[config.mk]
export PLATFORM = sky130hd
export DESIGN_NAME = fetch_queue
export DESIGN_NICKNAME = d
export VERILOG_FILES = /design/src/design/rv_pkg.sv /design/src/design/fetch_queue.sv
export VERILOG_INCLUDE_DIRS = /design/src /design/src/design
export SDC_FILE = /design/constraint.sdc
export NUM_CORES = 1
export LEC_CHECK = 0
export BUFFER_PORTS_ARGS = -buffer_cell sky130_fd_sc_hd__buf_2
export CAP_MARGIN = 20
export CORE_MARGIN = 1
export CORE_UTILIZATION = 51
export CTS_CLUSTER_DIAMETER = 40
export CTS_CLUSTER_SIZE = 20
export DETAILED_ROUTE_END_ITERATION = 8
export PLACE_DENSITY = 0.79
export SLEW_MARGIN = 25
export SYNTH_ARGS = -nofsm -noshare
export SYNTH_HDL_FRONTEND = slang
export SYNTH_SLANG_ARGS = --single-unit
[constraint.sdc]
create_clock -name clk -period 8.4 [get_ports clk]
set_input_delay 1.68 -clock clk [delete_from_list [all_inputs] [get_ports clk]]
set_output_delay 1.68 -clock clk [all_outputs]
set_load 0.05 [all_outputs]
[src/design/rv_consts.svh]
// rv64 core constants for widths, memory size, queue depth and reset pc
`ifndef RV_CONSTS_SVH
`define RV_CONSTS_SVH

`define XLEN        64      // register width
`define ILEN        32      // instruction and memory word width
`define MEM_ADDR_W  12      // word address, 4096 words
`define QUEUE_DEPTH 4       // fetch queue entries and initial credits
`define RESET_PC    64'h0   // first fetch byte address
`define REG_ADDR_W  5       // register index width

`endif

[src/design/rv_pkg.sv]
// rv64 core types shared by fetch, queue and execute
`include "rv_consts.svh"

package rv_pkg;

    // major opcodes of the supported subset
    typedef enum logic [6:0] {
        OPC_OP     = 7'b0110011,
        OPC_OP_IMM = 7'b0010011,
        OPC_LUI    = 7'b0110111,
        OPC_LOAD   = 7'b0000011,
        OPC_STORE  = 7'b0100011,
        OPC_BRANCH = 7'b1100011,
        OPC_JAL    = 7'b1101111,
        OPC_SYSTEM = 7'b1110011
    } opcode_e;

    typedef enum logic [2:0] {
        ALU_ADD,
        ALU_SUB,
        ALU_AND,
        ALU_OR,
        ALU_XOR,
        ALU_LUI
    } alu_op_e;

    typedef struct packed {
        logic [`XLEN-1:0] pc;
        logic [`ILEN-1:0] instr;
    } fetch_pkt_t;

endpackage

[src/design/fetch_queue.sv]
// circular instruction queue, one credit back per pop, emptied on redirect
`timescale 1ns/100ps
`include "rv_consts.svh"

module fetch_queue import rv_pkg::*; (
    input  logic       clk,
    input  logic       rst_n_i,
    input  logic       flush_i,
    input  logic       enq_valid_i,
    input  fetch_pkt_t enq_pkt_i,
    input  logic       deq_pop_i,
    output logic       deq_valid_o,
    output fetch_pkt_t deq_pkt_o,
    output logic       credit_ret_o
);

    localparam int AW = $clog2(`QUEUE_DEPTH);

    fetch_pkt_t     entry_q [`QUEUE_DEPTH];
    logic [AW-1:0]  wr_ptr_q;
    logic [AW-1:0]  rd_ptr_q;
    logic [AW:0]    count_q;
    logic           push;
    logic           pop;

    assign push = enq_valid_i && !flush_i;  // credits keep it from overflowing
    assign pop  = deq_pop_i && deq_valid_o && !flush_i;

    always_ff @(posedge clk or negedge rst_n_i) begin
        if (!rst_n_i) begin
            wr_ptr_q <= '0;
            rd_ptr_q <= '0;
            count_q  <= '0;
        end else if (flush_i) begin
            wr_ptr_q <= '0;
            rd_ptr_q <= '0;
            count_q  <= '0;
        end else begin
            wr_ptr_q <= wr_ptr_q + AW'(push);
            rd_ptr_q <= rd_ptr_q + AW'(pop);
            count_q  <= count_q + (AW+1)'(push) - (AW+1)'(pop);
        end
    end

    always_ff @(posedge clk) begin
        if (push) begin
            entry_q[wr_ptr_q] <= enq_pkt_i;
        end
    end

    assign deq_valid_o  = (count_q != '0);
    assign deq_pkt_o    = entry_q[rd_ptr_q];
    assign credit_ret_o = pop;

endmodule

### Word-level counts from Yosys, hierarchy flattened

Memory sizes are Yosys's and may differ from the RTL's.
Cells that the tools add are included.
W data, S select, Z words.

* register bits after elaboration: 7
* memory bits (writable): 384
* input port bits: 101
* output and inout port bits: 98
* word-level logic and storage cells: 18
* memories kept: 1

* $add $sub $neg: 4
* mux-type cells: 5
* reductions and logical operators: 5

Memory list
* entry_q: depth 4, bits a word 96, read ports 1, clocked after Yosys merged registers in 0, write ports 1, RTL line fetch_queue.sv:19 `` fetch_pkt_t entry_q [`QUEUE_DEPTH]; ``

Operators by type and width (number)
* $add A2 B1 Y2: 2
* $mux W2: 2
* $add A3 B1 Y3: 1
* $logic_and A1 B1 Y1: 3
* $mux W3: 1
* $reduce_bool A3 Y1: 1
* $sub A3 B1 Y3: 1
* $mux W1: 2
* $logic_not A1 Y1: 1

### Logic depth before layout (Yosys ltp)

* depth in word-level cells: 5
* mapped depth: 9
* gate-level depth less buffers: 9

### Least setup slack after synthesis

No wires, ideal clock.

* kind: input-to-reg
* from: input port flush_i
* to: memory entry_q[2][0] (netlist bit) (enable)
* arrival time: 8897 ps
* data required time: 7712 ps
* setup slack: -1185 ps
* stages: 2
* buffers on the path: 0
* cell sequence: nand2b_1 > nor3b_1

* word-level cells in the longest chain between the ends: 4

RTL lines
* start, declared: RTL line fetch_queue.sv:8 `input logic flush_i,`
* $logic_not A1 Y1: RTL line fetch_queue.sv:26 `assign push = enq_valid_i && !flush_i;`
* $logic_and A1 B1 Y1: RTL line fetch_queue.sv:26
* $mux W1: RTL line fetch_queue.sv:46 `if (push) begin`
* $mux W1 (not written as such): RTL line fetch_queue.sv:47 `entry_q[wr_ptr_q] <= enq_pkt_i;`
* end, declared: RTL line fetch_queue.sv:19

No other way between the ends.

==> reports/qor.csv <==
metric;value;unit
outcome;finished, final reports clean;
core_area;0.02718;mm²
ant_nets;0;
period_share;56.41;%
dieArea;0.02859;mm²
die_h;169.1;µm
cts-resized-gates;0;
ir_drop;0.1876;mV
avgViaCountPerCell;5.545;
grt_antenna_before_repair;1;
final_cells;1174;
initial_core_util;52.39;%
end_kind;output port;
avgSynthCellArea;26.66;µm²
path_max_fanout;43;
dp_hpwl;15.14;mm
maxSlewHeadroom;32.13;%
synthCells;534;
overflow;0;
finClkSkew;0.01218;ns
start_kind;flip-flop;
insertedDiodeCount;0;
die_x;169.1;µm
wirelength;26.05;mm
grt_max_degree;79;
grt_pass1_vias;7046;
finalCoreUtilization;63.12;%
hold_buffers;0;
syn-num-nets;640;
clock_sinks;391;
drive_gt1_share;48.13;%
via_count;6510;
timing.hold.ws;0.6486;ns
finalMaxSlewViolations;0;
met2_length;13.43;mm
final_common_cell;edfxtp_1;
synth-seq-area-share;82.21;%
cts_buffer_depth;3;
arrival;3.06;ns
track_usage;18.56;%
worstHoldPathType;flip-flop to flip-flop;
clock-root-buffer;clkbuf_16;
worst_pin_slew;1.018;ns
syn_area;0.01424;mm²
clk_pin_slew;0.06;ns
powerDensity;281.6;mW/mm²
post_cts_buffers;0;
grt_pass1_wl;39.76;mm
final_cell_mix;edfxtp_1, buf_2, mux4_2;
rsz0062_at_grt;no;
synth_cell_type_count;22;
htree_num_levels;2;
finalPower;4831;µW
worstPathRequired;6.72;ns
drt_iter0_drc;515;
io_pins;199;
min_period;4.739;ns
wl_per_cell;22.19;µm
top_layer;met5;
critPathKind;flip-flop to output port;
place_inst;1094;
cts_buffers;43;
max-cap-violations;0;
drc;0;
dr_wl_met3;1.837;mm
ys.warnings.count;0;
cts_tree;yes;
max_freq;211.0;MHz
yosys_register_bits;391;
dr.pass1.iters;4;
port_buffers;198;
fillers;1808;
clk-insertion-delay-late;0.53;ns
syn2layout_area_growth;20.47;%
fin_tns_setup;0;ns
nNetsFinal;873;
rows;60;
drt-met1-wl;10.35;mm
setup_viol;0;
p_leak;0.005745;µW
finalHoldViolations;0;
place.gp.congestion;0.7262;
==> layer usage <==
metal | track usage [%] | vias to the layer above
li1 | - | 2792
met1 | 23.37 | 3433
met2 | 32.23 | 239
met3 | 4.863 | 44
met4 | 4.779 | 2
met5 | 0 | -
==> power by group <==
| part | total (µW) | switching [µW] | internal [µW] |
|---|---|---|---|
| clock network | 1910 | 791 | 1120 |
| registers | 2230 | 34.7 | 2190 |
| logic | 691 | 463 | 228 |
==> final cells by class <==
type | count | area (µm²) | share of cell area, %
inverters | 3 | 11.26 | 0.06565
clock inverters | 32 | 372.9 | 2.174
clock buffers | 48 | 1116 | 6.506
repair buffers | 210 | 1101 | 6.419
multi-input cells | 118 | 2374 | 13.84
flip-flops and latches | 391 | 11710 | 68.29
well taps | 372 | 465.4 | 2.713
==> worst max-delay path, stage by stage, from the launching register on <==
cell and delay, ns:
dfrtp_4 0.84, buf_4 0.79, mux4_2 0.63, buf_2 0.23
==> flip-flops by register name (all words and copies together) (netlist names) <==
signal / cells
count_q: 3
entry_q: 384
rd_ptr_q: 2
wr_ptr_q: 2
==> per-stage QoR <==
stage	setup WS, ns	cell area (µm²)
after CTS	3.533	17150
after global routing	3.407	17150
after global placement	3.757	15640
final	3.661	17150
after detailed placement	4.100	15670
after floorplan	-1.185	14240
==> path summary, 6_finish.rpt <==
kind,start,to,slack (ns),depth (start not counted)
min,count_q[2]$_DFF_PN0_,count_q[2]$_DFF_PN0_,0.65,2
max,rd_ptr_q[0]$_DFF_PN0_,deq_pkt_o[65],3.66,3
min reg2reg,count_q[2]$_DFF_PN0_,count_q[2]$_DFF_PN0_,0.65,2
max reg2reg,count_q[1]$_DFF_PN0_,count_q[2]$_DFF_PN0_,5.96,9
min in group asynchronous,rst_n_i,wr_ptr_q[1]$_DFF_PN0_,0.98,1
max in group asynchronous,rst_n_i,rd_ptr_q[0]$_DFF_PN0_,7.22,1
==> synth_stat cells, drive strengths merged <==
master	number	share of area, %
and3	1	0.044
and3b	1	0.062
buf	17	1.0
clkbuf	5	0.13
dfrtp	7	1.2
edfxtp	384	81
fa	1	0.14
ha	4	0.35
inv	3	0.079
mux4	96	15
nand2b	1	0.044
nor2	4	0.11
nor2b	3	0.13
nor3	1	0.035
nor3b	2	0.11
or3	1	0.044
xnor2	2	0.12
xnor3	1	0.16
==> kinds of logic (layout without fill, tap and decap cells) <==
| kind of cell | count (synthesis) | count (layout) | synth area share [%] |
|---|---|---|---|
| fa+ha+maj | 5 | 5 | 0.4921 |
| buf+inv | 25 | 293 | 1.257 |
| flops | 391 | 391 | 82.21 |
| mux | 96 | 96 | 15.18 |
| simple gates | 14 | 14 | 0.5712 |
| xor+xnor | 3 | 3 | 0.2812 |
Note: power is estimated with default switching activity, not from simulation.
