**config.mk**
```make
export PLATFORM = sky130hd
export DESIGN_NAME = regfile
export DESIGN_NICKNAME = d
export VERILOG_FILES = /design/src/design/regfile.sv
export VERILOG_INCLUDE_DIRS = /design/src /design/src/design
export SDC_FILE = /design/constraint.sdc
export NUM_CORES = 2
export LEC_CHECK = 0
export ABC_AREA = 0
export BUFFER_PORTS_ARGS = -buffer_cell sky130_fd_sc_hd__buf_4
export CAP_MARGIN = 20
export CORE_AREA = 4 4 416 418
export DETAILED_ROUTE_END_ITERATION = 6
export DIE_AREA = 0 0 420 422
export HOLD_SLACK_MARGIN = 0.03
export PLACE_DENSITY = 0.86
export SLEW_MARGIN = 20
export SYNTH_ARGS = -nofsm -noshare
export SYNTH_HDL_FRONTEND = slang
export SYNTH_SLANG_ARGS = --single-unit
```
**constraint.sdc**
```tcl
create_clock -name clk -period 5.03 [get_ports clk]
set_clock_uncertainty 0.15 [all_clocks]
set_input_delay 1.509 -clock clk [delete_from_list [all_inputs] [get_ports clk]]
set_output_delay 1.509 -clock clk [all_outputs]
set_load 0.01 [all_outputs]
```
**src/design/rv_consts.svh**
```systemverilog
// rv64 core constants for widths, memory size, queue depth and reset pc
`ifndef RV_CONSTS_SVH
`define RV_CONSTS_SVH

`define XLEN        64      // register width
`define ILEN        32      // instruction and memory word width
`define MEM_ADDR_W  12      // word address, 4096 words
`define QUEUE_DEPTH 4       // fetch queue entries and initial credits
`define RESET_PC    64'h0   // first fetch byte address
`define REG_ADDR_W  5       // register index width

`endif

```
**src/design/regfile.sv**
```systemverilog
// integer register file, two async read ports, one write port, x0 reads zero
`timescale 1ns/100ps
`include "rv_consts.svh"

module regfile (
    input  logic                   clk,
    input  logic                   rst_n_i,
    input  logic [`REG_ADDR_W-1:0] rs1_addr_i,
    input  logic [`REG_ADDR_W-1:0] rs2_addr_i,
    output logic [`XLEN-1:0]       rs1_data_o,
    output logic [`XLEN-1:0]       rs2_data_o,
    input  logic                   wb_en_i,
    input  logic [`REG_ADDR_W-1:0] wb_addr_i,
    input  logic [`XLEN-1:0]       wb_data_i
);

    localparam int NREG = 1 << `REG_ADDR_W;

    logic [`XLEN-1:0] regs_q [NREG];

    always_ff @(posedge clk or negedge rst_n_i) begin
        if (!rst_n_i) begin
            for (int i = 0; i < NREG; i++) begin
                regs_q[i] <= '0;
            end
        end else if (wb_en_i && wb_addr_i != '0) begin  // x0 never written
            regs_q[wb_addr_i] <= wb_data_i;
        end
    end

    assign rs1_data_o = regs_q[rs1_addr_i];
    assign rs2_data_o = regs_q[rs2_addr_i];

endmodule

```
# Word-level counts from Yosys, hierarchy flattened
# Cells that the tools add are included.
[totals] reg_bits=2048 latchBits=0 ram_bits=0 rom_bits=0 output_inout_bits=128 memories=0
[op_classes] add_sub_neg=0 n_mul=0 div=0 order_cmp=4 n_eq_ne=0 n_shift=0 mux=9 n_bitwise=3 reduce_logical=3
[ops] operator="2048-bit bitwise mux" n=1
[ops] operator="64-bit binary-select mux with 5-bit select" n=2
[ops] operator="64-bit demux with 5-bit select" n=1
[ops] operator="64-bit 2-to-1 mux" n=5
[ops] operator="6-bit >= comparator, second input constant" n=3
[ops] operator="5-bit NOT with 6-bit output" n=3
[ops] operator="6-bit by 1-bit less-than comparator with 1-bit output, second input constant" n=1
[ops] operator="5-bit nonzero test" n=1
[ops] operator="1-bit logical AND" n=2

# Depth between registers and ports, before layout
[logic_depth] depth_word=6 depth_mapped=9

# Least setup slack after synthesis
# No wires, ideal clock.
[synth_path] path_kind="input to output" from="input rs1_addr_i[2]" to="output rs1_data_o[10]" t_arrival_ns=3.364 required_ns=3.371 path_slack_ns=0.007 stages=6 n_path_buf=3 cell_sequence="buf_2 -> clkbuf_1 -> buf_1 -> mux4_2 -> mux4_2 -> mux2_2"
[synth_between] elab_chain_cells=4
[synth_rtl] item="from (decl)" line="regfile.sv:8" text="input logic [`REG_ADDR_W-1:0] rs1_addr_i,"
[synth_rtl] item="5-bit NOT with 6-bit output (not written as such)" line="regfile.sv:31" text="assign rs1_data_o = regs_q[rs1_addr_i];"
[synth_rtl] item="64-bit binary-select mux with 5-bit select" line="regfile.sv:31"
[synth_rtl] item="64-bit 2-to-1 mux (not written as such) (2 in a row)" line="regfile.sv:31"
[synth_rtl] item="to (decl)" line="regfile.sv:10" text="output logic [`XLEN-1:0] rs1_data_o,"
# Every way passes these cells. The select of a mux whose other input is x is not followed.

# Worst setup path after layout
[layout_path] from="input rs2_addr_i[0]" to="output rs2_data_o[54]"
[layout_between] elab_chain_cells=4
[layout_rtl] item="from (decl)" line="regfile.sv:9" text="input logic [`REG_ADDR_W-1:0] rs2_addr_i,"
[layout_rtl] item="5-bit NOT with 6-bit output (not written as such)" line="regfile.sv:32" text="assign rs2_data_o = regs_q[rs2_addr_i];"
[layout_rtl] item="64-bit binary-select mux with 5-bit select" line="regfile.sv:32"
[layout_rtl] item="64-bit 2-to-1 mux (not written as such) (2 in a row)" line="regfile.sv:32"
[layout_rtl] item="to (decl)" line="regfile.sv:11" text="output logic [`XLEN-1:0] rs2_data_o,"
# Every way passes these cells. The select of a mux whose other input is x is not followed.

==> impl_metrics.json <==
{
  "met3_length_mm": 41.2,
  "critical_path.endpoint_type": "output pin",
  "worst_setup_path_start_kind": "input port",
  "gr-usage-all-layers_pct": 39.0,
  "synthDominantAreaCellType": "dfrtp_1",
  "final_critical_path_setup_slack_ps": -308,
  "cp.arrival_ps": 3680,
  "worst_hold_path_type": "flop to flop",
  "layout_common_cells": "mux2_2 (2054), dfrtp_1 (2048), mux4_2 (1145)",
  "ys_seq_elements": 2048,
  "clkTransAtPathRegs_ps": 60,
  "grt_first_pass_wirelength_mm": 506,
  "largest_net_degree_at_the_start_of_global_routing": 148,
  "fin_crit_sh_pct": 106,
  "ctsHtreeMaxLevel": 4,
  "status": "finished with violations",
  "most_frequent_standard_cell_in_the_layout_excluding_fill_and_tap_cells": "mux2_2",
  "registers.top_by_ff_count": "regs_q",
  "worst_slew_margin_rel_pct": 35.7,
  "portBuffers": 209,
  "max_slew_violations": 0,
  "drt-total-wl_mm": 355,
  "final_core_utilization_pct": 75.4,
  "critPathRequiredTime_ps": 3370,
  "number_of_antenna_violations_at_the_first_check_in_global_routing": 23,
  "first_global_vias": 74500,
  "timing.critical_path.fanout_max": 8,
  "drt_iter0_markers": 9567,
  "detail-route-antenna-nets": 0,
  "design.final.nets": 6942,
  "synth_fp_nets": 6594,
  "static-leakage-power_nw": 55.6,
  "number_of_flip_flops_under_the_largest_register_name": 2048,
  "tightestPinTransition_ps": 962,
  "insertion_delay_ps": 830,
  "placement_rows": 151,
  "flow.area_growth_from_synthesis_pct": 18.4,
  "die_height_um": 422,
  "ctsRootBufferMaster": "clkbuf_16",
  "startpoint_of_the_lowest_slack_hold_path": "regs_q[1997]",
  "power_per_cell_area_nw_per_um2": 394,
  "globalplace.congestion": 0.858,
  "met1Wirelength_mm": 118,
  "reg2reg_depth": 1,
  "cts_made_buffers": 203,
  "report.final.hold_viol_count": 0,
  "drive_above_1_share_pct": 66.8,
  "grt-ovfl-total": 0,
  "maxCapViolations": 0,
  "syn_avg_cell_area_um2": 16.5,
  "setup_slack_of_the_most_critical_reg_to_reg_path_ps": 3990,
  "final_critical_delay_including_setup_and_external_delays_ps": 5340,
  "synth_largest_type_area_fraction_pct": 47.6,
  "synth_cell_area_um2": 108000,
  "achievable-frequency_mhz": 187,
  "timing.critical_path.slowest_stage_cell": "a221oi_1",
  "synth_sequential_area_ratio_pct": 47.6,
  "area_of_the_core_region_um2": 169000,
  "dpl.hpwl_mm": 191,
  "hold_end": "regs_q[1997]",
  "worst_hold_slack_ps": 245,
  "layout_top_registers": "regs_q x2048",
  "dieArea_um2": 177000,
  "critical_path.max_stage_delay_ps": 460,
  "detail_route.first_pass.iterations": 6,
  "timing.rr.start": "regs_q[451]",
  "post_drt_via_cell_ratio": 7.69,
  "post_synth_inst_count": 6512,
  "setup_viol": 111,
  "initial_utilization_pct": 63.7,
  "violations_in_the_final_reports": "negative setup slack",
  "clk_path_buf_depth": 3,
  "tritoncts_clock_tree": "yes",
  "synth.lib_cells_used.distinct": 30,
  "synth-warning-count": 0,
  "cts_num_sinks": 2048,
  "crit_type": "input port to output pin",
  "place_ws_ps": -659,
  "top_layer": "met5",
  "critical-path-top-cell-by-count": "buf_4",
  "floorplan.io_pins": 210,
  "worst_hold_path.num_cells": 0,
  "cells_taking_the_most_area_after_synthesis": "dfrtp_1 (48%), mux4_2 (24%), mux2_2 (22%), clkbuf_1 (1.7%), mux2i_1 (1.3%)",
  "max-vdd-ir-drop_v": 0.000333,
  "r2r_end": "regs_q[451]",
  "wl_per_cell_um": 38.3,
  "rsz_0062_raised_after_global_routing": "yes",
  "crit_path_cell_trace": "buf_16 > buf_16 > buf_12 > buf_4 > buf_4 > buf_4 > mux4_2 > mux2i_1 > a221oi_1 > buf_4 > buf_4",
  "met2RoutedLength_mm": 164,
  "vias": 71300,
  "drc": 0,
  "dieWidth_um": 420
}
[cells in the mapped netlist]
cell,instances
buf_6,5
clkbuf_1,487
nand2_1,20
buf_1,36
nor2_1,27
nand4_1,2
o22a_1,3
a22o_1,9
a221o_1,26
nor2b_1,20
dfrtp_1,2048
a21oi_1,9
nor3_2,4
a211o_1,9
mux2i_1,144
buf_2,218
nand3_1,6
inv_1,1
o31ai_1,3
a211oi_1,3
o22ai_1,60
buf_4,27
a221oi_1,34
mux2_2,2151
nor3b_1,1
mux4_2,1145
and2_1,1
and2_0,2
nand2b_1,5
and3_1,6
[layout make-up]
class                           count  area, um^2
Antenna cell                       23        57.6
Clock buffer                      292        5920
Clock inverter                     77         996
Fill cell                        8765       41500
Inverter                            1        6.26
Multi-Input combinational cell   3690       54700
Sequential cell                  2048       51200
Tap cell                         2218        2780
Timing Repair Buffer              916       11800
[power by group]
part / total (W) / internal [W] / switching (W)
registers: 0.0223 / 0.0196 / 0.00271
logic: 0.0119 / 0.00735 / 0.00452
clock network: 0.0160 / 0.00923 / 0.00681
[per-stage QoR]
stage | cells | setup TNS, ps | total power (W) | area [um^2]
2_1_floorplan | 6512 | 0 | 0.0290 | 108000
3_3_place_gp | 8694 | -31500 | 0.0320 | 115000
3_5_place_dp | 8694 | -33180 | 0.0327 | 115000
4_1_cts | 9192 | -12300 | 0.0492 | 126000
5_1_grt | 9260 | -15870 | 0.0517 | 128000
6_report | 9265 | -13960 | 0.0502 | 128000
[critical path, delay by kind of cell]
kind	cells	cell delay [ps]
muxes	2	460
AOI/OAI and AO/OA	1	460
buffers and inverters	8	1210
[worst max path at each step]
stage                  start             end  cells after the start
3_5_place_dp   rs1_addr_i[0]  rs1_data_o[18]                      9
4_1_cts        rs2_addr_i[0]  rs2_data_o[45]                      7
5_1_grt        rs2_addr_i[0]  rs2_data_o[50]                      8
6_report       rs2_addr_i[0]  rs2_data_o[54]                     11
3_3_place_gp   rs1_addr_i[0]  rs1_data_o[18]                      9
2_1_floorplan  rs1_addr_i[2]  rs1_data_o[10]                      6
[logic make-up after synthesis]
| family | Yosys count | synth area share, % |
|---|---|---|
| multiplexers | 3440 | 47.8 |
| flip-flops | 2048 | 47.6 |
| buffers and inverters | 774 | 3.08 |
| AO/OA/AOI/OAI | 156 | 1.12 |
| AND/OR/NAND/NOR | 94 | 0.445 |
[per-layer routing]
layer  track usage (%)  vias to the layer above
met2              58.5                     5649
met3              10.3                     1824
met4              27.5                        4
met1              50.2                    37500
met5                 0                        -
li1                  -                    26300
[repair_timing]
action | in CTS | in global routing
endpoints found under the hold margin | 0 | 0
hold buffers | 0 | 0
gates cloned | 40 | 20
gates resized for setup | 412 | 206
buffers inserted | 102 | 62
setup endpoints to repair | 128 | 124
pin swaps | 29 | 37
Note: power is estimated with default switching activity, not from simulation.
