### config.mk
export PLATFORM = sky130hd
export DESIGN_NAME = if_stage_flat
export DESIGN_NICKNAME = d
export VERILOG_FILES = /design/src/design/rv_pkg.sv /design/src/design/mem_bus_if.sv /design/src/design/if_stage.sv /design/src/flat_wrapper.sv
export VERILOG_INCLUDE_DIRS = /design/src /design/src/design
export SDC_FILE = /design/constraint.sdc
export NUM_CORES = 1
export LEC_CHECK = 0
export BUFFER_PORTS_ARGS = -buffer_cell sky130_fd_sc_hd__buf_2
export CAP_MARGIN = 20
export CELL_PAD_IN_SITES_DETAIL_PLACEMENT = 1
export CELL_PAD_IN_SITES_GLOBAL_PLACEMENT = 1
export CORE_ASPECT_RATIO = 1.25
export CORE_MARGIN = 1.5
export CORE_UTILIZATION = 38
export DETAILED_ROUTE_END_ITERATION = 10
export PLACE_DENSITY_LB_ADDON = 0.08
export SYNTH_ARGS = -nofsm -noshare
export SYNTH_HDL_FRONTEND = slang
export SYNTH_SLANG_ARGS = --single-unit
### constraint.sdc
create_clock -name clk -period 10.2 [get_ports clk]
set_clock_uncertainty 0.15 [all_clocks]
set_input_delay 0.51 -clock clk [delete_from_list [all_inputs] [get_ports clk]]
set_output_delay 0.51 -clock clk [all_outputs]
set_load 0.05 [all_outputs]
### src/design/rv_consts.svh
// rv64 core constants for widths, memory size, queue depth and reset pc
`ifndef RV_CONSTS_SVH
`define RV_CONSTS_SVH

`define XLEN        64      // register width
`define ILEN        32      // instruction and memory word width
`define MEM_ADDR_W  12      // word address, 4096 words
`define QUEUE_DEPTH 4       // fetch queue entries and initial credits
`define RESET_PC    64'h0   // first fetch byte address
`define REG_ADDR_W  5       // register index width

`endif

### src/design/rv_pkg.sv
// rv64 core types shared by fetch, queue and execute
`include "rv_consts.svh"

package rv_pkg;

    // major opcodes of the supported subset
    typedef enum logic [6:0] {
        OPC_OP     = 7'b0110011,
        OPC_OP_IMM = 7'b0010011,
        OPC_LUI    = 7'b0110111,
        OPC_LOAD   = 7'b0000011,
        OPC_STORE  = 7'b0100011,
        OPC_BRANCH = 7'b1100011,
        OPC_JAL    = 7'b1101111,
        OPC_SYSTEM = 7'b1110011
    } opcode_e;

    typedef enum logic [2:0] {
        ALU_ADD,
        ALU_SUB,
        ALU_AND,
        ALU_OR,
        ALU_XOR,
        ALU_LUI
    } alu_op_e;

    typedef struct packed {
        logic [`XLEN-1:0] pc;
        logic [`ILEN-1:0] instr;
    } fetch_pkt_t;

endpackage

### src/design/mem_bus_if.sv
// memory bus between the masters, the arbiter and the unified memory
`timescale 1ns/100ps
`include "rv_consts.svh"

interface mem_bus_if;
    logic                   req;    // held until gnt
    logic                   we;
    logic [`MEM_ADDR_W-1:0] addr;   // word address
    logic [`ILEN-1:0]       wdata;
    logic                   gnt;
    logic                   rvalid; // one cycle after a granted read
    logic [`ILEN-1:0]       rdata;

    modport master (
        output req, we, addr, wdata,
        input  gnt, rvalid, rdata
    );

    modport slave (
        input  req, we, addr, wdata,
        output gnt, rvalid, rdata
    );
endinterface

### src/design/if_stage.sv
// instruction fetch, one read in flight, credit flow control toward the queue
`timescale 1ns/100ps
`include "rv_consts.svh"

module if_stage import rv_pkg::*; (
    input  logic              clk,
    input  logic              rst_n_i,
    input  logic              run_i,
    input  logic              halt_i,
    input  logic              redirect_i,
    input  logic [`XLEN-1:0]  redirect_pc_i,
    input  logic              credit_ret_i,
    mem_bus_if.master         bus,
    output logic              enq_valid_o,
    output fetch_pkt_t        enq_pkt_o
);

    localparam int CW = $clog2(`QUEUE_DEPTH + 1);

    logic [`XLEN-1:0] pc_q;
    logic [CW-1:0]    credits_q;
    logic             pend_q;   // read outstanding
    logic             enq_q;
    fetch_pkt_t       pkt_q;
    logic             take;

    assign bus.req   = run_i && !halt_i && !redirect_i && !pend_q && (credits_q != '0);
    assign bus.we    = 1'b0;
    assign bus.addr  = pc_q[`MEM_ADDR_W+1:2];
    assign bus.wdata = '0;

    // response accepted unless a redirect makes it stale
    assign take = bus.rvalid && pend_q && !redirect_i;

    always_ff @(posedge clk or negedge rst_n_i) begin
        if (!rst_n_i) begin
            pc_q      <= `RESET_PC;
            credits_q <= CW'(`QUEUE_DEPTH);
            pend_q    <= 1'b0;
            enq_q     <= 1'b0;
        end else if (redirect_i) begin
            pc_q      <= redirect_pc_i;
            credits_q <= CW'(`QUEUE_DEPTH);   // queue flushes this cycle
            pend_q    <= 1'b0;
            enq_q     <= 1'b0;
        end else begin
            if (bus.req && bus.gnt) begin
                pend_q <= 1'b1;
            end else if (bus.rvalid) begin
                pend_q <= 1'b0;
            end
            enq_q     <= take;
            credits_q <= credits_q - CW'(take) + CW'(credit_ret_i);
            if (take) begin
                pc_q <= pc_q + 64'd4;
            end
        end
    end

    always_ff @(posedge clk) begin
        if (take) begin
            pkt_q <= '{pc: pc_q, instr: bus.rdata};
        end
    end

    assign enq_valid_o = enq_q;
    assign enq_pkt_o   = pkt_q;

endmodule

### src/flat_wrapper.sv
// flat-port wrapper written by rule: the top's interface ports become plain ports
module if_stage_flat import rv_pkg::*;
  (clk, rst_n_i, run_i, halt_i, redirect_i, redirect_pc_i, credit_ret_i, enq_valid_o, enq_pkt_o, bus_req, bus_we, bus_addr, bus_wdata, bus_gnt, bus_rvalid, bus_rdata);
  mem_bus_if bus_i ();
  input  logic clk;
  input  logic rst_n_i;
  input  logic run_i;
  input  logic halt_i;
  input  logic redirect_i;
  input  logic [`XLEN-1:0] redirect_pc_i;
  input  logic credit_ret_i;
  output logic enq_valid_o;
  output fetch_pkt_t enq_pkt_o;
  output wire logic [$bits(bus_i.req)-1:0] bus_req;
  output wire logic [$bits(bus_i.we)-1:0] bus_we;
  output wire logic [$bits(bus_i.addr)-1:0] bus_addr;
  output wire logic [$bits(bus_i.wdata)-1:0] bus_wdata;
  input wire logic [$bits(bus_i.gnt)-1:0] bus_gnt;
  input wire logic [$bits(bus_i.rvalid)-1:0] bus_rvalid;
  input wire logic [$bits(bus_i.rdata)-1:0] bus_rdata;
  assign bus_req = bus_i.req;
  assign bus_we = bus_i.we;
  assign bus_addr = bus_i.addr;
  assign bus_wdata = bus_i.wdata;
  assign bus_i.gnt = bus_gnt;
  assign bus_i.rvalid = bus_rvalid;
  assign bus_i.rdata = bus_rdata;
  if_stage u_core (.clk(clk), .rst_n_i(rst_n_i), .run_i(run_i), .halt_i(halt_i), .redirect_i(redirect_i), .redirect_pc_i(redirect_pc_i), .credit_ret_i(credit_ret_i), .bus(bus_i), .enq_valid_o(enq_valid_o), .enq_pkt_o(enq_pkt_o));
endmodule
# Word-level counts from Yosys, hierarchy flattened
# Cells that the tools add are included.
[totals] ff_bits=165 input_bits=104 out_inout_bits=143 elab_cells=29
[op_classes] n_addsub=3 muxes=7 reduce_logical=13
[ops] operator="$mux W64" n=2
[ops] operator="$add A64 B3 Y64 const B" n=1
[ops] operator="$logic_and A1 B1 Y1" n=7
[ops] operator="$reduce_bool A3 Y1" n=2
[ops] operator="$mux W1" n=4
[ops] operator="$add A3 B1 Y3" n=1
[ops] operator="$logic_not A1 Y1" n=3
[ops] operator="$mux W3" n=1
[ops] operator="$sub A3 B1 Y3" n=1
[ops] operator="$reduce_bool A2 Y1" n=1

# Depth between registers and ports, before layout
[depth] depth_word=8 mapped_depth=10 mapped_depth_nobuf=9

# Worst setup path before layout
# No wires, ideal clock.
[synth_timing] kind="input -> register" start="input redirect_i" end="register u_core.credits_q[2]" t_arrival_ps=6535 required_ps=9960 path_slack_ps=3425 cell_stages=10 n_path_buf=2 path_cell_list="clkbuf_1 -> buf_1 -> nor2_1 -> ha_1 -> inv_1 -> ha_1 -> inv_1 -> fa_1 -> xnor2_1 -> nand2_1"
[synth_via] elab_chain_cells=5
[synth_rtl] element="start, declared" line="flat_wrapper.sv:9" text="input logic redirect_i;"
[synth_rtl] element="$logic_not A1 Y1" line="if_stage.sv:33" text="assign take = bus.rvalid && pend_q && !redirect_i;"
[synth_rtl] element="$logic_and A1 B1 Y1" line="if_stage.sv:33"
[synth_rtl] element="via u_core.take" line="if_stage.sv:25" text="logic take;"
[synth_rtl] element="$sub A3 B1 Y3" line="if_stage.sv:53" text="credits_q <= credits_q - CW'(take) + CW'(credit_ret_i);"
[synth_rtl] element="$add A3 B1 Y3" line="if_stage.sv:53"
[synth_rtl] element="$mux W3" line="if_stage.sv:41" text="end else if (redirect_i) begin"
[synth_rtl] element="end signal, assigned" line="if_stage.sv:38" text="credits_q <= CW'(`QUEUE_DEPTH);"
[synth_rtl] element="end signal, assigned" line="if_stage.sv:43" text="credits_q <= CW'(`QUEUE_DEPTH);"
[synth_rtl] element="end signal, assigned" line="if_stage.sv:53"
[synth_rtl] element="end, declared" line="if_stage.sv:21" text="logic [CW-1:0] credits_q;"
# The timed path passes the listed nets, and every way through them passes these cells.
# A chain may end at the register's enable or synchronous reset.

# Worst setup path after layout
[layout_timing] start="register u_core.pc_q[17]" end="register u_core.pc_q[55]"
[layout_via] elab_chain_cells=3
[layout_rtl] element="start, declared" line="if_stage.sv:20" text="logic [`XLEN-1:0] pc_q;"
[layout_rtl] element="start signal, assigned" line="if_stage.sv:37" text="pc_q <= `RESET_PC;"
[layout_rtl] element="start signal, assigned" line="if_stage.sv:42" text="pc_q <= redirect_pc_i;"
[layout_rtl] element="start signal, assigned" line="if_stage.sv:55" text="pc_q <= pc_q + 64'd4;"
[layout_rtl] element="$add A64 B3 Y64" line="if_stage.sv:55"
[layout_rtl] element="$mux W64" line="if_stage.sv:54" text="if (take) begin"
[layout_rtl] element="$mux W64" line="if_stage.sv:41"
# No other way between the ends. The select of a mux whose other input is x is not followed.

==> results.md <==
- Dominant cells by area after synthesis: edfxtp_1, dfrtp_1, buf_4
- Slew Limit Fails: 0
- Max IR drop VDD: 0.1039 mV
- Clock slew at reported path FFs: 0.07 ns
- Worst r2r dst: u_core.pc_q[55]
- Number of antenna violations at the first check in global routing: 1
- Fin. Hold Viols: 0
- Initial Util: 39.08%
- NetSw: 0.0004261 W
- CTS Sinks: 165
- Worst-Skew Late Latency: 0.43 ns
- Layout net count: 898
- Die Width: 125.7 um
- Internal reg-to-reg setup slack: 7.24 ns
- Congestion Overflow GR: 0
- Avg Inst Size Synth: 12.00 sq um
- Post-route DRC: 42
- Mapped Cells: 596
- P_int: 0.001156 W
- DRT iter0 DRCs: 291
- Fin crit period: 2.961 ns
- Worst path top cell family by delay: simple AND/OR/NAND/NOR gates
- Slew HR: 38.10%
- Reg area: 4611 sq um
- Hold Crit Class: input port to async pin
- Arrival time worst endpoint: 3.15 ns
- Area occupied by multi-input gates: 2171 sq um
- Power density cells: 179.3 nW/um^2
- Largest area contributor in the netlist: edfxtp_1
- Via density: 5.079
- Area growth syn-to-layout: 23.29%
- CP cell instances: nand4_1 -> or4_4 -> or4_1 -> or4_1 -> a31oi_1
- WL/cell: 17.41 um
- RSZ-0062 raised after global routing: false
- Most common cell on crit path: or4_1
- Max incr delay on CP: 0.80 ns
- Post-Layout Cell Count: 1033
- Critical path type: flop to flop
- Sum Neg Setup Slack: 0 ns
- Max frequency: 337.7 MHz
- GRT Resource Usage Total: 19.11%
- Critical Path Start: u_core.pc_q[17]
- Max Cap Violations: 0
- Number of synthesis warnings: 0
- Placeable Area: 18310 sq um
- Number of vias in the routed layout: 5247
- Synthesized area: 7154 sq um
- Post-CTS sizing: 0
- I/O Buffers: 213
- DPL Wire Length: 12770 um
- Initial DRT Pass Iterations: 8
- Top-count cell post-synth: edfxtp_1
- Buf+Inv Stages, Crit Path: 0
- Layout fillers: 2034
- Die Span Y: 156.4 um
- Yosys top cell area share: 40.29%
- Seq pwr share: 49.1%
- Most common library cells after synthesis: edfxtp_1, dfrtp_1, nand2_1
- ANT nets after route: 0
- Drt total wl: 17980 um
- CP required: 10.39 ns
- Gpl congestion: 0.7628
- Row cnt: 55
- CP Capture Type: flop
- Dpl cells: 999
- Final setup violation count: 0
- H-tree Lvls: 4
- Clock share of power: 41.8%
- Async SR Flop Fraction: 41.82%
- Synth Register Bits: 165
- Crit path launch type: flop
- Main synth FF type: edfxtp_1
- IO Pins: 247
- Clk root buf: clkbuf_16
- # hold bufs at CTS: 0
- Ratio of cells with drive above 1 in the final layout: 31.88%
- Vias in the first global route: 5526
- Final Cycle Share: 29.03%
- First-pass GRT wire length: 29080 um
- R2R cell count: 5
- Post-CTS Setup Inserts: 0
- Maximum clock path buffer count: 2
- Comb pwr share: 9.1%
- Status: finished, violations left
- Sw Share: 26.94%
- Number of synthesized flops with an enable pin: 96
- R2r startpoint: u_core.pc_q[17]
- Worst Tran Pin Value: 0.9285 ns
- Seq/Total Area, Yosys: 64.45%
- Die area: 19660 sq um
- Failing checks: DRC
- Slowest stage cell, crit path: or4_1
- TritonCTS clock tree: done
- Worst Path Max Fanout: 20
- Post-synth cell types: 37
- Largest net degree at the start of global routing: 84
- CTS Buf Count: 17
- LEAKAGE: 3.536 nW
-- sequential cells by signal (all words and copies together) (netlist names) --
| register | flops |
|---|---|
| u_core.enq_pkt_o | 96 |
| u_core.pc_q | 64 |
| u_core.credits_q | 3 |
| u_core.enq_valid_o | 1 |
| u_core.pend_q | 1 |
-- cell usage in the layout (no fill, tap or decap), types with 3 or more instances in the layout --
cell and instances:
a31oi_1 23, and2_1 3, and3_1 10, and4_1 9, buf_2 212, buf_4 4
clkbuf_16 17, clkinvlp_4 4, conb_1 33, dfrtp_1 68, edfxtp_1 96, ha_1 3
inv_1 10, inv_6 3, inv_8 3, nand2_1 59, nand3_1 21, nand4_1 23
nor2_1 32, nor3_1 8, nor4_1 11, o21ai_0 54, o31ai_1 6, or3_1 19
or4_1 9, or4_4 3, xnor2_1 27, xor2_1 12
-- stage by stage --
| stage | setup WS, ns | utilization, % | power, W | instance area (sq um) | hold WS, ns |
|---|---|---|---|---|---|
| after global routing | 7.057 | 48.16 | 0.001649 | 8816 | 0.07264 |
| after global placement | 7.283 | 44.79 | 0.0009295 | 8199 | 0.2797 |
| after floorplan | 3.425 | - | 0.0008937 | 7274 | 0.06441 |
| after CTS | 7.228 | 48.16 | 0.001602 | 8816 | 0.08337 |
| after detailed placement | 7.183 | 44.79 | 0.0009345 | 8199 | 0.2964 |
| final | 7.239 | 48.19 | 0.001582 | 8821 | 0.05871 |
-- worst max-delay path by stage --
stage,endpoint,cells after the start
6_report,u_core.pc_q[55],5
5_1_grt,u_core.pc_q[55],5
4_1_cts,u_core.pc_q[55],5
3_5_place_dp,u_core.pc_q[55],6
3_3_place_gp,u_core.pc_q[55],6
2_1_floorplan,u_core.credits_q[2],10
-- kinds of logic after synthesis --
group	Yosys count	synth area share, %
simple gates	212	15.56
flops	165	64.45
compound gates	88	6.908
buf+inv	84	6.995
xor+xnor	39	4.774
fa+ha+maj	4	0.8045
mux	3	0.4547
other cells	1	0.05242
-- power groups by stage --
stage                     clock network [W]  registers, W  logic [W]
after detailed placement                  0      0.000789   0.000145
after global placement                    0      0.000787   0.000142
final                              0.000662      0.000776   0.000144
after floorplan                           0      0.000784   0.000109
after global routing               0.000709      0.000781   0.000159
after CTS                          0.000680      0.000776   0.000146
-- metal layers --
| layer | share of wire [%] | wire [um] | vias to the layer above | track usage [%] |
|---|---|---|---|---|
| met5 | 0 | 0 | - | 0 |
| met4 | 1.3 | 226 | 0 | 6.091 |
| met3 | 6.8 | 1227 | 17 | 5.162 |
| met2 | 51 | 9183 | 161 | 32.50 |
| met1 | 41 | 7345 | 2581 | 23.71 |
| li1 | - | - | 2488 | - |
-- cell type report --
| cell class | count | share of cell area, % |
|---|---|---|
| Antenna cell | 2 | 0.05674 |
| Multi-Input combinational cell | 379 | 24.61 |
| Clock buffer | 17 | 4.823 |
| Sequential cell | 165 | 52.27 |
| Clock inverter | 15 | 2.170 |
| Tap cell | 228 | 3.234 |
| Inverter | 11 | 0.4681 |
| Timing Repair Buffer | 216 | 12.37 |
Power figures use the tool's default switching activity.
