$ cat config.mk
export PLATFORM = sky130hd
export DESIGN_NAME = mem_arbiter_flat
export DESIGN_NICKNAME = d
export VERILOG_FILES = /design/src/design/mem_bus_if.sv /design/src/design/mem_arbiter.sv /design/src/flat_wrapper.sv
export VERILOG_INCLUDE_DIRS = /design/src /design/src/design
export SDC_FILE = /design/constraint.sdc
export NUM_CORES = 1
export LEC_CHECK = 0
export ABC_CLOCK_PERIOD_IN_PS = 1100
export BUFFER_PORTS_ARGS = -buffer_cell sky130_fd_sc_hd__buf_2
export CAP_MARGIN = 40
export CELL_PAD_IN_SITES_DETAIL_PLACEMENT = 0
export CELL_PAD_IN_SITES_GLOBAL_PLACEMENT = 2
export CORE_MARGIN = 1
export CORE_UTILIZATION = 10
export CTS_BUF_LIST = sky130_fd_sc_hd__clkbuf_16
export CTS_CLUSTER_SIZE = 40
export DETAILED_ROUTE_END_ITERATION = 10
export PLACE_DENSITY_LB_ADDON = 0.1
export SLEW_MARGIN = 20
export SYNTH_ARGS = -nofsm -noshare
export SYNTH_HDL_FRONTEND = slang
export SYNTH_SLANG_ARGS = --single-unit
$ cat constraint.sdc
create_clock -name clk -period 1.1 [get_ports clk]
set_input_delay 0.22 -clock clk [delete_from_list [all_inputs] [get_ports clk]]
set_output_delay 0.22 -clock clk [all_outputs]
set_load 0.1 [all_outputs]
$ cat src/design/rv_consts.svh
// rv64 core constants for widths, memory size, queue depth and reset pc
`ifndef RV_CONSTS_SVH
`define RV_CONSTS_SVH

`define XLEN        64      // register width
`define ILEN        32      // instruction and memory word width
`define MEM_ADDR_W  12      // word address, 4096 words
`define QUEUE_DEPTH 4       // fetch queue entries and initial credits
`define RESET_PC    64'h0   // first fetch byte address
`define REG_ADDR_W  5       // register index width

`endif

$ cat src/design/mem_bus_if.sv
// memory bus between the masters, the arbiter and the unified memory
`timescale 1ns/100ps
`include "rv_consts.svh"

interface mem_bus_if;
    logic                   req;    // held until gnt
    logic                   we;
    logic [`MEM_ADDR_W-1:0] addr;   // word address
    logic [`ILEN-1:0]       wdata;
    logic                   gnt;
    logic                   rvalid; // one cycle after a granted read
    logic [`ILEN-1:0]       rdata;

    modport master (
        output req, we, addr, wdata,
        input  gnt, rvalid, rdata
    );

    modport slave (
        input  req, we, addr, wdata,
        output gnt, rvalid, rdata
    );
endinterface

$ cat src/design/mem_arbiter.sv
// fixed priority arbiter, data over fetch, read responses steered to their owner
`timescale 1ns/100ps

module mem_arbiter (
    input  logic      clk,
    input  logic      rst_n_i,
    mem_bus_if.slave  fetch_bus,
    mem_bus_if.slave  data_bus,
    mem_bus_if.master mem_bus
);

    logic owner_q;   // 1 when the read in flight belongs to data_bus
    logic sel_data;

    assign sel_data = data_bus.req;

    assign mem_bus.req   = data_bus.req || fetch_bus.req;
    assign mem_bus.we    = sel_data ? data_bus.we    : fetch_bus.we;
    assign mem_bus.addr  = sel_data ? data_bus.addr  : fetch_bus.addr;
    assign mem_bus.wdata = sel_data ? data_bus.wdata : fetch_bus.wdata;

    assign data_bus.gnt  = sel_data && mem_bus.gnt;
    assign fetch_bus.gnt = fetch_bus.req && !sel_data && mem_bus.gnt;

    always_ff @(posedge clk or negedge rst_n_i) begin
        if (!rst_n_i) begin
            owner_q <= 1'b0;
        end else if (mem_bus.req && mem_bus.gnt && !mem_bus.we) begin
            owner_q <= sel_data;
        end
    end

    assign data_bus.rvalid  = mem_bus.rvalid && owner_q;
    assign fetch_bus.rvalid = mem_bus.rvalid && !owner_q;
    assign data_bus.rdata   = mem_bus.rdata;
    assign fetch_bus.rdata  = mem_bus.rdata;

endmodule

$ cat src/flat_wrapper.sv
// flat-port wrapper written by rule: the top's interface ports become plain ports
module mem_arbiter_flat 
  (clk, rst_n_i, fetch_bus_req, fetch_bus_we, fetch_bus_addr, fetch_bus_wdata, fetch_bus_gnt, fetch_bus_rvalid, fetch_bus_rdata, data_bus_req, data_bus_we, data_bus_addr, data_bus_wdata, data_bus_gnt, data_bus_rvalid, data_bus_rdata, mem_bus_req, mem_bus_we, mem_bus_addr, mem_bus_wdata, mem_bus_gnt, mem_bus_rvalid, mem_bus_rdata);
  mem_bus_if fetch_bus_i ();
  mem_bus_if data_bus_i ();
  mem_bus_if mem_bus_i ();
  input  logic clk;
  input  logic rst_n_i;
  input wire logic [$bits(fetch_bus_i.req)-1:0] fetch_bus_req;
  input wire logic [$bits(fetch_bus_i.we)-1:0] fetch_bus_we;
  input wire logic [$bits(fetch_bus_i.addr)-1:0] fetch_bus_addr;
  input wire logic [$bits(fetch_bus_i.wdata)-1:0] fetch_bus_wdata;
  output wire logic [$bits(fetch_bus_i.gnt)-1:0] fetch_bus_gnt;
  output wire logic [$bits(fetch_bus_i.rvalid)-1:0] fetch_bus_rvalid;
  output wire logic [$bits(fetch_bus_i.rdata)-1:0] fetch_bus_rdata;
  input wire logic [$bits(data_bus_i.req)-1:0] data_bus_req;
  input wire logic [$bits(data_bus_i.we)-1:0] data_bus_we;
  input wire logic [$bits(data_bus_i.addr)-1:0] data_bus_addr;
  input wire logic [$bits(data_bus_i.wdata)-1:0] data_bus_wdata;
  output wire logic [$bits(data_bus_i.gnt)-1:0] data_bus_gnt;
  output wire logic [$bits(data_bus_i.rvalid)-1:0] data_bus_rvalid;
  output wire logic [$bits(data_bus_i.rdata)-1:0] data_bus_rdata;
  output wire logic [$bits(mem_bus_i.req)-1:0] mem_bus_req;
  output wire logic [$bits(mem_bus_i.we)-1:0] mem_bus_we;
  output wire logic [$bits(mem_bus_i.addr)-1:0] mem_bus_addr;
  output wire logic [$bits(mem_bus_i.wdata)-1:0] mem_bus_wdata;
  input wire logic [$bits(mem_bus_i.gnt)-1:0] mem_bus_gnt;
  input wire logic [$bits(mem_bus_i.rvalid)-1:0] mem_bus_rvalid;
  input wire logic [$bits(mem_bus_i.rdata)-1:0] mem_bus_rdata;
  assign fetch_bus_i.req = fetch_bus_req;
  assign fetch_bus_i.we = fetch_bus_we;
  assign fetch_bus_i.addr = fetch_bus_addr;
  assign fetch_bus_i.wdata = fetch_bus_wdata;
  assign fetch_bus_gnt = fetch_bus_i.gnt;
  assign fetch_bus_rvalid = fetch_bus_i.rvalid;
  assign fetch_bus_rdata = fetch_bus_i.rdata;
  assign data_bus_i.req = data_bus_req;
  assign data_bus_i.we = data_bus_we;
  assign data_bus_i.addr = data_bus_addr;
  assign data_bus_i.wdata = data_bus_wdata;
  assign data_bus_gnt = data_bus_i.gnt;
  assign data_bus_rvalid = data_bus_i.rvalid;
  assign data_bus_rdata = data_bus_i.rdata;
  assign mem_bus_req = mem_bus_i.req;
  assign mem_bus_we = mem_bus_i.we;
  assign mem_bus_addr = mem_bus_i.addr;
  assign mem_bus_wdata = mem_bus_i.wdata;
  assign mem_bus_i.gnt = mem_bus_gnt;
  assign mem_bus_i.rvalid = mem_bus_rvalid;
  assign mem_bus_i.rdata = mem_bus_rdata;
  mem_arbiter u_core (.clk(clk), .rst_n_i(rst_n_i), .fetch_bus(fetch_bus_i), .data_bus(data_bus_i), .mem_bus(mem_bus_i));
endmodule
== Word level (Yosys, flattened, before mapping) ==
Index checks and enable logic that the tools add are counted.

* Muxes and demuxes: 3
* Reduce and logical (&&, ||, !) cells: 11

{| class="wikitable"
|+ Operator list
! kind !! number
|-
| $mux W32 || 1
|-
| $mux W12 || 1
|-
| $logic_and A1 B1 Y1 || 7
|-
| $logic_not A1 Y1 || 3
|-
| $logic_or A1 B1 Y1 || 1
|-
| $mux W1 || 1
|}

* Flip-flop bits (word level): 1
* Bits of input ports: 128
* Output and inout bits: 114
* Logic and storage cells: 15

== Logic depth before layout (Yosys ltp) ==
Gate-level depths: netlist of the first run.

* Depth in word-level cells: 3
* Mapped depth: 4
* Mapped depth without buffers: 2

== Least setup slack after synthesis of the first run ==
Ideal clock, no wire load.

* Path kind: input to output
* From: input data_bus_req
* To: output fetch_bus_gnt
* Data arrival time: 1.764 ns
* Required time: 0.880 ns
* Slack: -0.884 ns
* Stages on the path: 3
* Path through: buf_6 > buf_2 > nor2_1

* Word-level cells in the longest chain between the ends: 3

{| class="wikitable"
|+ RTL lines
! element !! RTL line !! RTL
|-
| from (decl) || flat_wrapper.sv:16 || <nowiki>input wire logic [$bits(data_bus_i.req)-1:0] data_bus_req;</nowiki>
|-
| $logic_not A1 Y1 || mem_arbiter.sv:23 || <nowiki>assign fetch_bus.gnt = fetch_bus.req && !sel_data && mem_bus.gnt;</nowiki>
|-
| $logic_and A1 B1 Y1 (2 in series) || mem_arbiter.sv:23 ||
|-
| to (decl) || flat_wrapper.sv:13 || <nowiki>output wire logic [$bits(fetch_bus_i.gnt)-1:0] fetch_bus_gnt;</nowiki>
|}

Every way passes these cells.

== Worst setup path after layout of the first run ==
* From: input data_bus_req
* To: output mem_bus_addr[1]

* Word-level cells in the longest chain between the ends: 1

{| class="wikitable"
|+ RTL lines
! element !! RTL line !! RTL
|-
| $mux W12 || mem_arbiter.sv:19 || <nowiki>assign mem_bus.addr = sel_data ? data_bus.addr : fetch_bus.addr;</nowiki>
|-
| to (decl) || flat_wrapper.sv:25 || <nowiki>output wire logic [$bits(mem_bus_i.addr)-1:0] mem_bus_addr;</nowiki>
|}

Every way passes these cells.

==> impl_metrics.json, run 1 <==
{
  "routed_via_density": 3.334,
  "dieArea_um2": 11600,
  "critPathMaxFanout": 6,
  "diodes": 0,
  "hp-class": "in -> async",
  "dr.pass1.iters": 2,
  "worstReg2RegStart": "u_core.owner_q",
  "synthCells": 126,
  "routedWlPerCell_um": 14.56,
  "synth.avg_cell_area_um2": 8.868,
  "rsz0062_at_grt": "yes",
  "final_core_util": 0.2498,
  "synth_top_cell_area_share": 0.4535,
  "worstPathCellList": "buf_16, clkbuf_16, mux2_4, buf_12",
  "synth_top_area_cell": "mux2_2",
  "yosys-top-cells-area": "mux2_2, buf_4, dfrtp_1",
  "violations": "hold timing, setup timing",
  "end_kind": "primary output",
  "powerDensity_nw_per_um2": 877.9,
  "skew_ps": 0,
  "crit_path_max_incr_delay_ps": 310,
  "hold_violations": 1,
  "vias": 1177,
  "synth_xor_area_frac": 0,
  "clk_pin_slew_worst_paths_ps": 0,
  "layout_setup_ws_ps": -115.7,
  "cpMaxStageDelayCell": "mux2_4",
  "power_mw": 2.377,
  "final-seq-area_um2": 25.02,
  "cp.arrival_ps": 1000,
  "antenna_found_initial": 0,
  "final_common_cell": "buf_2",
  "synth-simple-area-share": 0.04591,
  "multi_input_area_um2": 760.7,
  "path_delay_family": "buffers and inverters",
  "layout_common_cells": "buf_2, buf_12, mux2_4, buf_16, clkbuf_16",
  "rrSetupSlack_ps": 190,
  "wirelength_um": 5139,
  "timing_worst_setup_path_type": "in -> out",
  "synth_top_family_by_area": "buffers and inverters",
  "yosys_warnings": 0,
  "ys_ff_latch": 1,
  "grt.total_usage": 0.07603,
  "rows": 38,
  "critPathBufInv": 3,
  "regMostFlops": "u_core.owner_q",
  "grt_max_degree": 14,
  "synthMuxAreaShare": 0.4535,
  "synth_seq_area_share": 0.02240,
  "grt_pass1_vias": 1280,
  "syn_area_um2": 1117,
  "layout_min_cycle_time_ps": 1216,
  "largest_reg_flops": 1,
  "worstSetupStartpoint": "data_bus_req",
  "io_pins": 242,
  "synth_compound_area_frac": 0.01008,
  "nNetsFinal": 343,
  "endpoint": "mem_bus_addr[1]",
  "holdWs_ps": -2.419,
  "drcViolationCount": 0,
  "cp.depth": 4,
  "cap_violations": 0,
  "tightest_slew_ps": 192.4,
  "drive_above_1_share": 0.9765,
  "portBuffers": 145,
  "synth_cell_types": 12,
  "fmax_mhz": 822.5,
  "status": "finished, violations left",
  "largestRegisters": "u_core.owner_q x1",
  "core_um2": 10840,
  "reg2reg_depth": 2,
  "p_leak_nw": 1.385,
  "clock_latency_ps": 0,
  "fill_cells": 1165,
  "period_share": 1.105,
  "grt_pass1_wl_um": 6789,
  "slew_violations": 0,
  "required_ps": 880,
  "die_w_um": 107.7,
  "ir_drop_mv": 0.3878,
  "ant_nets": 0,
  "syn_nets": 254,
  "place_hpwl_um": 4143,
  "gp_congestion": 0.6807,
  "synthAdderAreaFrac": 0,
  "initial_core_util": 0.1031,
  "die_y_um": 107.7,
  "cp-start-kind": "primary input",
  "r2r_end": "u_core.owner_q",
  "grt_overflow": 0,
  "first_iter_violations": 17,
  "setup_viol": 47,
  "syn_to_final_growth_pct": 142.3,
  "relSlewSlack": 0.8718
}
-- layer usage --
metal | vias up | GRT usage | share of wire
li1 | 535 | - | -
met1 | 530 | 0.08192 | 0.35
met2 | 97 | 0.1451 | 0.52
met3 | 15 | 0.02421 | 0.12
met4 | 0 | 0.01174 | 0.0093
met5 | - | 0 | 0
-- repair_timing --
item	4_1_cts	5_1_grt
endpoints found under the setup margin	49	49
gates resized for setup	33	19
cloned	3	3
pin swaps	0	4
setup buffers	0	0
hold buffers	0	0
-- worst register-to-register path: stages, from the launching register on --
cell and delay [ps]:
dfrtp_1 410, or2_4 260, o221a_1 110
-- stage by stage --
step	setup WS [ps]	cells	TNS (ps)	hold WS [ps]	cell area [um^2]
final	-115.7	353	-4639	-2.419	2708
after CTS	-165.6	350	-6663	0.6626	2561
after detailed placement	-276.6	347	-12500	1.697	2362
after global placement	-284.1	347	-12610	-3.708	2362
after floorplan	-197.4	126	-7420	-75.59	1184
after global routing	-135.4	353	-5391	2.897	2708
-- Yosys cell counts --
library cell,count
buf_4,64
and2_1,2
o221a_1,1
or2_2,2
nor2b_1,2
dfrtp_1,1
nor2_1,1
or2_1,1
buf_6,2
nand2_1,1
mux2_2,45
buf_2,4
-- logic make-up (layout without fill, tap and decap cells) --
group	Yosys count	in the layout
buf+inv	70	157
simple gates	9	9
flops	1	1
compound gates	1	1
mux	45	45
-- area by class of cell --
cell class,instances,share of cell area
tap,140,0.06469
multi-input combinational,55,0.2810
sequential,1,0.009242
timing repair buffer,157,0.6451
-- worst min path at each step --
stage               startpoint             end  slack, ps  depth (start not counted)
floorplan              rst_n_i  u_core.owner_q        -80                          0
global placement       rst_n_i  u_core.owner_q         -4                          1
detailed placement     rst_n_i  u_core.owner_q          2                          1
CTS                    rst_n_i  u_core.owner_q        0.7                          1
global route           rst_n_i  u_core.owner_q          3                          1
finish                 rst_n_i  u_core.owner_q         -2                          1
-- where the power goes --
group          leakage, nW  internal (mW)  switching, mW
clock                    0              0              0
combinational         1.37          0.966           1.36
sequential          0.0128         0.0421        0.00778
Power figures use the tool's default switching activity.
==> run 2: changes to the inputs <==
- CELL_PAD_IN_SITES_DETAIL_PLACEMENT: 0 -> default
- CELL_PAD_IN_SITES_GLOBAL_PLACEMENT: 2 -> default
- CORE_AREA: default -> 2 2 93 95
- CORE_MARGIN: 1 -> default
- CORE_UTILIZATION: 10 -> default
- CTS_CLUSTER_SIZE: 40 -> 16
- DIE_AREA: default -> 0 0 95 97
- PLACE_DENSITY_LB_ADDON: 0.1 -> default
==> run 2 against run 1 <==
The run ends with setup timing left. Sequential power decreased by 1%. Critical path depth stayed put. Die area down 21%. Wire length is 8.6% lower. Combinational power barely moved. Via count fell by 0.93%. Sequential share of layout area barely moved. Maximum frequency shrank 3.2%. Final area is 3.2% lower. Cell count is 10% lower. Register-to-register slack worse by 30 ps. Critical endpoint is now mem_bus_wdata[29]. Largest cell class unchanged. Highest routed layer unchanged.
==> impl_metrics.json, run 2 (same netlist as run 1, synthesis figures left out) <==
{
  "grt_overflow": 0,
  "routed_via_density": 3.690,
  "initial_core_util": 0.1374,
  "status": "finished, violations left",
  "timing_worst_setup_path_type": "in -> out",
  "grt.total_usage": 0.09499,
  "rsz0062_at_grt": "yes",
  "dieArea_um2": 9215,
  "die_w_um": 95,
  "p_leak_nw": 1.352,
  "required_ps": 880,
  "cp-start-kind": "primary input",
  "largest_reg_flops": 1,
  "crit_path_max_incr_delay_ps": 320,
  "fmax_mhz": 796.0,
  "syn_to_final_growth_pct": 134.5,
  "largestRegisters": "u_core.owner_q x1",
  "final_common_cell": "buf_2",
  "vias": 1166,
  "end_kind": "primary output",
  "nNetsFinal": 341,
  "layout_common_cells": "buf_2, buf_12, mux2_4, buf_16, mux2_2",
  "setup_viol": 47,
  "violations": "setup timing",
  "io_pins": 242,
  "grt_pass1_wl_um": 6982,
  "regMostFlops": "u_core.owner_q",
  "cpMaxStageDelayCell": "mux2_4",
  "final_core_util": 0.3221,
  "hp-class": "in -> out",
  "first_iter_violations": 3,
  "fill_cells": 799,
  "ant_nets": 0,
  "dr.pass1.iters": 2,
  "routedWlPerCell_um": 14.86,
  "die_y_um": 97,
  "grt_pass1_vias": 1309,
  "period_share": 1.142,
  "gp_congestion": 0.6862,
  "tightest_slew_ps": 176.6,
  "portBuffers": 145,
  "grt_max_degree": 11,
  "layout_setup_ws_ps": -156.3,
  "rows": 33,
  "relSlewSlack": 0.8822,
  "wirelength_um": 4696,
  "ir_drop_mv": 0.3809,
  "drcViolationCount": 0,
  "core_um2": 8134,
  "worstPathCellList": "buf_16, clkbuf_16, mux2_4, buf_12",
  "clock_latency_ps": 0,
  "cap_violations": 0,
  "layout_min_cycle_time_ps": 1256,
  "drive_above_1_share": 0.9716,
  "slew_violations": 0,
  "power_mw": 2.353,
  "powerDensity_nw_per_um2": 897.9,
  "place_hpwl_um": 3661,
  "critPathMaxFanout": 8,
  "hold_violations": 0,
  "cp.arrival_ps": 1040,
  "diodes": 0,
  "skew_ps": 0,
  "antenna_found_initial": 0,
  "setup-tns-final_ps": -5973
}
==> run 2: final timing paths <==
| check | start | endpoint | slack, ps | cells after the start |
|---|---|---|---|---|
| worst max-delay path | data_bus_req | mem_bus_wdata[29] | -160 | 4 |
| worst min-delay path | mem_bus_rdata[6] | fetch_bus_rdata[6] | 440 | 0 |
| worst min register to register | u_core.owner_q | u_core.owner_q | 660 | 1 |
| min in group asynchronous | rst_n_i | u_core.owner_q | 540 | 2 |
| worst max register to register | u_core.owner_q | u_core.owner_q | 160 | 2 |
| max in group asynchronous | rst_n_i | u_core.owner_q | 480 | 2 |
==> run 2: cell type report <==
| class | instances | area (um^2) | share of cell area |
|---|---|---|---|
| sequential | 1 | 25.02 | 0.009551 |
| timing repair buffer | 155 | 1720 | 0.6566 |
| multi-input combinational | 55 | 743.2 | 0.2837 |
| tap | 105 | 131.4 | 0.05014 |
==> run 2: metrics by stage <==
step                      cells  setup slack, ps  area (um^2)  hold slack (ps)
final                       316           -156.3         2620            440.1
after global routing        316           -180.0         2620            440.2
after CTS                   314           -179.2         2544            441.0
after detailed placement    308           -284.6         2301           -2.933
after global placement      308           -254.6         2301           -5.138
after floorplan             126           -197.4         1184           -75.59
==> run 2: repair_timing <==
item | in CTS | in global routing
setup buffers | 1 | 0
gates cloned | 4 | 2
pin swaps | 2 | 1
hold buffers | 1 | 0
hold endpoints to repair | 1 | 0
resized for setup | 34 | 7
setup endpoints to repair | 48 | 48
==> run 2: worst max-delay path, delay by kind of cell <==
family / cells / cell delay [ps]
buf+inv: 3 / 490
mux: 1 / 320
==> run 2: power by group <==
part / internal, mW / switching, mW / total (mW)
Sequential: 0.0421 / 0.00707 / 0.0492
Combinational: 0.948 / 1.36 / 2.30
Clock: 0 / 0 / 0
Total: 0.990 / 1.36 / 2.35
==> run 2: routing by layer <==
| metal | track usage | up-vias | part of all wire |
|---|---|---|---|
| met5 | 0 | - | 0 |
| met4 | 0.01226 | 0 | 0.013 |
| met3 | 0.03505 | 11 | 0.12 |
| met2 | 0.1822 | 116 | 0.55 |
| met1 | 0.09840 | 509 | 0.31 |
| li1 | - | 530 | - |
==> run 3: changes to the inputs <==
- SKIP_LAST_GASP: default -> 1
==> run 3 against run 2 <==
The run still ends with setup timing left. Die area unchanged. Power down 0.15%. Maximum frequency about the same. Core utilization about the same. Cell count unchanged. Via count unchanged. Combinational power about the same. Largest cell class unchanged. Setup slack about the same. Largest power group unchanged. Clock skew unchanged.
==> impl_metrics.json, run 3 (same netlist as run 1, synthesis figures left out) <==
{
  "status": "finished, violations left",
  "violations": "setup timing",
  "place_hpwl_um": 3661,
  "place_inst": 308,
  "nNetsFinal": 341,
  "place_area_um2": 2301,
  "hold_violations": 0,
  "die_y_um": 97,
  "rsz0062_at_grt": "yes",
  "slew_violations": 0,
  "antenna_found_initial": 0,
  "dr.pass1.iters": 2,
  "critPathMaxFanout": 8,
  "die_w_um": 95,
  "tightest_slew_ps": 176.5,
  "syn_to_final_growth_pct": 134.2,
  "powerDensity_nw_per_um2": 897.8,
  "power_mw": 2.349,
  "drive_above_1_share": 0.9716,
  "end_kind": "primary output",
  "cp.arrival_ps": 1040,
  "required_ps": 880,
  "regMostFlops": "u_core.owner_q",
  "largest_reg_flops": 1,
  "cp-start-kind": "primary input",
  "io_pins": 242,
  "rows": 33,
  "clock_latency_ps": 0,
  "routed_via_density": 3.690,
  "hp-class": "in -> out",
  "p_leak_nw": 1.347,
  "fmax_mhz": 796.2,
  "grt_overflow": 0,
  "relSlewSlack": 0.8823,
  "layout_common_cells": "buf_2, buf_12, mux2_4, mux2_2, buf_16",
  "crit_path_max_incr_delay_ps": 320,
  "diodes": 0,
  "layout_setup_ws_ps": -156.0,
  "layout_min_cycle_time_ps": 1256,
  "vias": 1166,
  "cpMaxStageDelayCell": "mux2_4",
  "initial_core_util": 0.1374,
  "cap_violations": 0,
  "first_iter_violations": 3,
  "grt_pass1_wl_um": 6948,
  "final_cells": 316,
  "timing_worst_setup_path_type": "in -> out",
  "worstPathCellList": "buf_16, clkbuf_16, mux2_4, buf_12",
  "fill_cells": 801,
  "dieArea_um2": 9215,
  "grt_max_degree": 11,
  "skew_ps": 0,
  "stdcell_area_um2": 2616,
  "grt.total_usage": 0.09451,
  "gp_congestion": 0.6862,
  "period_share": 1.142,
  "ir_drop_mv": 0.3808,
  "setup-tns-final_ps": -5980,
  "setup_viol": 47,
  "wirelength_um": 4648,
  "largestRegisters": "u_core.owner_q x1",
  "routedWlPerCell_um": 14.71,
  "grt_pass1_vias": 1314,
  "ant_nets": 0,
  "core_um2": 8134,
  "final_common_cell": "buf_2",
  "drcViolationCount": 0,
  "portBuffers": 145
}
## run 3: changes by cell type in the layout (fill, tap and decap cells not counted)
cell,previous run,this run
mux2_2,4,5
mux2_4,41,40
## run 3: worst max-delay path, delay by kind of cell
kind | cells | cell delay (ps)
buf+inv | 3 | 490
mux | 1 | 320
## run 3: per-layer routing
| metal | track usage | part of all wire | wire length (um) |
|---|---|---|---|
| met1 | 0.09605 | 0.32 | 1480 |
| met2 | 0.1833 | 0.54 | 2524 |
| met3 | 0.03505 | 0.13 | 583 |
| met4 | 0.01226 | 0.013 | 59 |
| met5 | 0 | 0 | 0 |
## run 3: area by class of cell
class	instances	area (um^2)	area share
Multi-Input combinational cell	55	739.5	0.2826
Sequential cell	1	25.02	0.009565
Tap cell	105	131.4	0.05022
Timing Repair Buffer	155	1720	0.6576
## run 3: final timing paths
path	start	endpoint	slack (ps)	cells after the start
max in group asynchronous	rst_n_i	u_core.owner_q	480	2
min reg2reg	u_core.owner_q	u_core.owner_q	660	1
min in group asynchronous	rst_n_i	u_core.owner_q	540	2
min	mem_bus_rdata[6]	fetch_bus_rdata[6]	440	0
max	data_bus_req	mem_bus_wdata[29]	-160	4
max reg2reg	u_core.owner_q	u_core.owner_q	160	2
## run 3: where the power goes
group	total (mW)	internal, mW	switching (mW)
Clock	0	0	0
Combinational	2.30	0.946	1.35
Sequential	0.0492	0.0421	0.00707
## run 3: metrics by stage
step / util / setup slack, ps / hold WS [ps]
finish: 0.3216 / -156.0 / 440.1
CTS: 0.3095 / -179.2 / 441.0
floorplan: - / -197.4 / -75.59
global placement: 0.2829 / -254.6 / -5.138
detailed placement: 0.2829 / -284.6 / -2.933
global route: 0.3216 / -178.7 / 440.2
## run 3: timing repair
item,4_1_cts,5_1_grt
hold endpoints to repair,1,0
buffers inserted,1,0
pin swaps,1,2
hold buffers,1,0
cloned,4,2
gates resized for setup,27,13
setup endpoints to repair,48,48
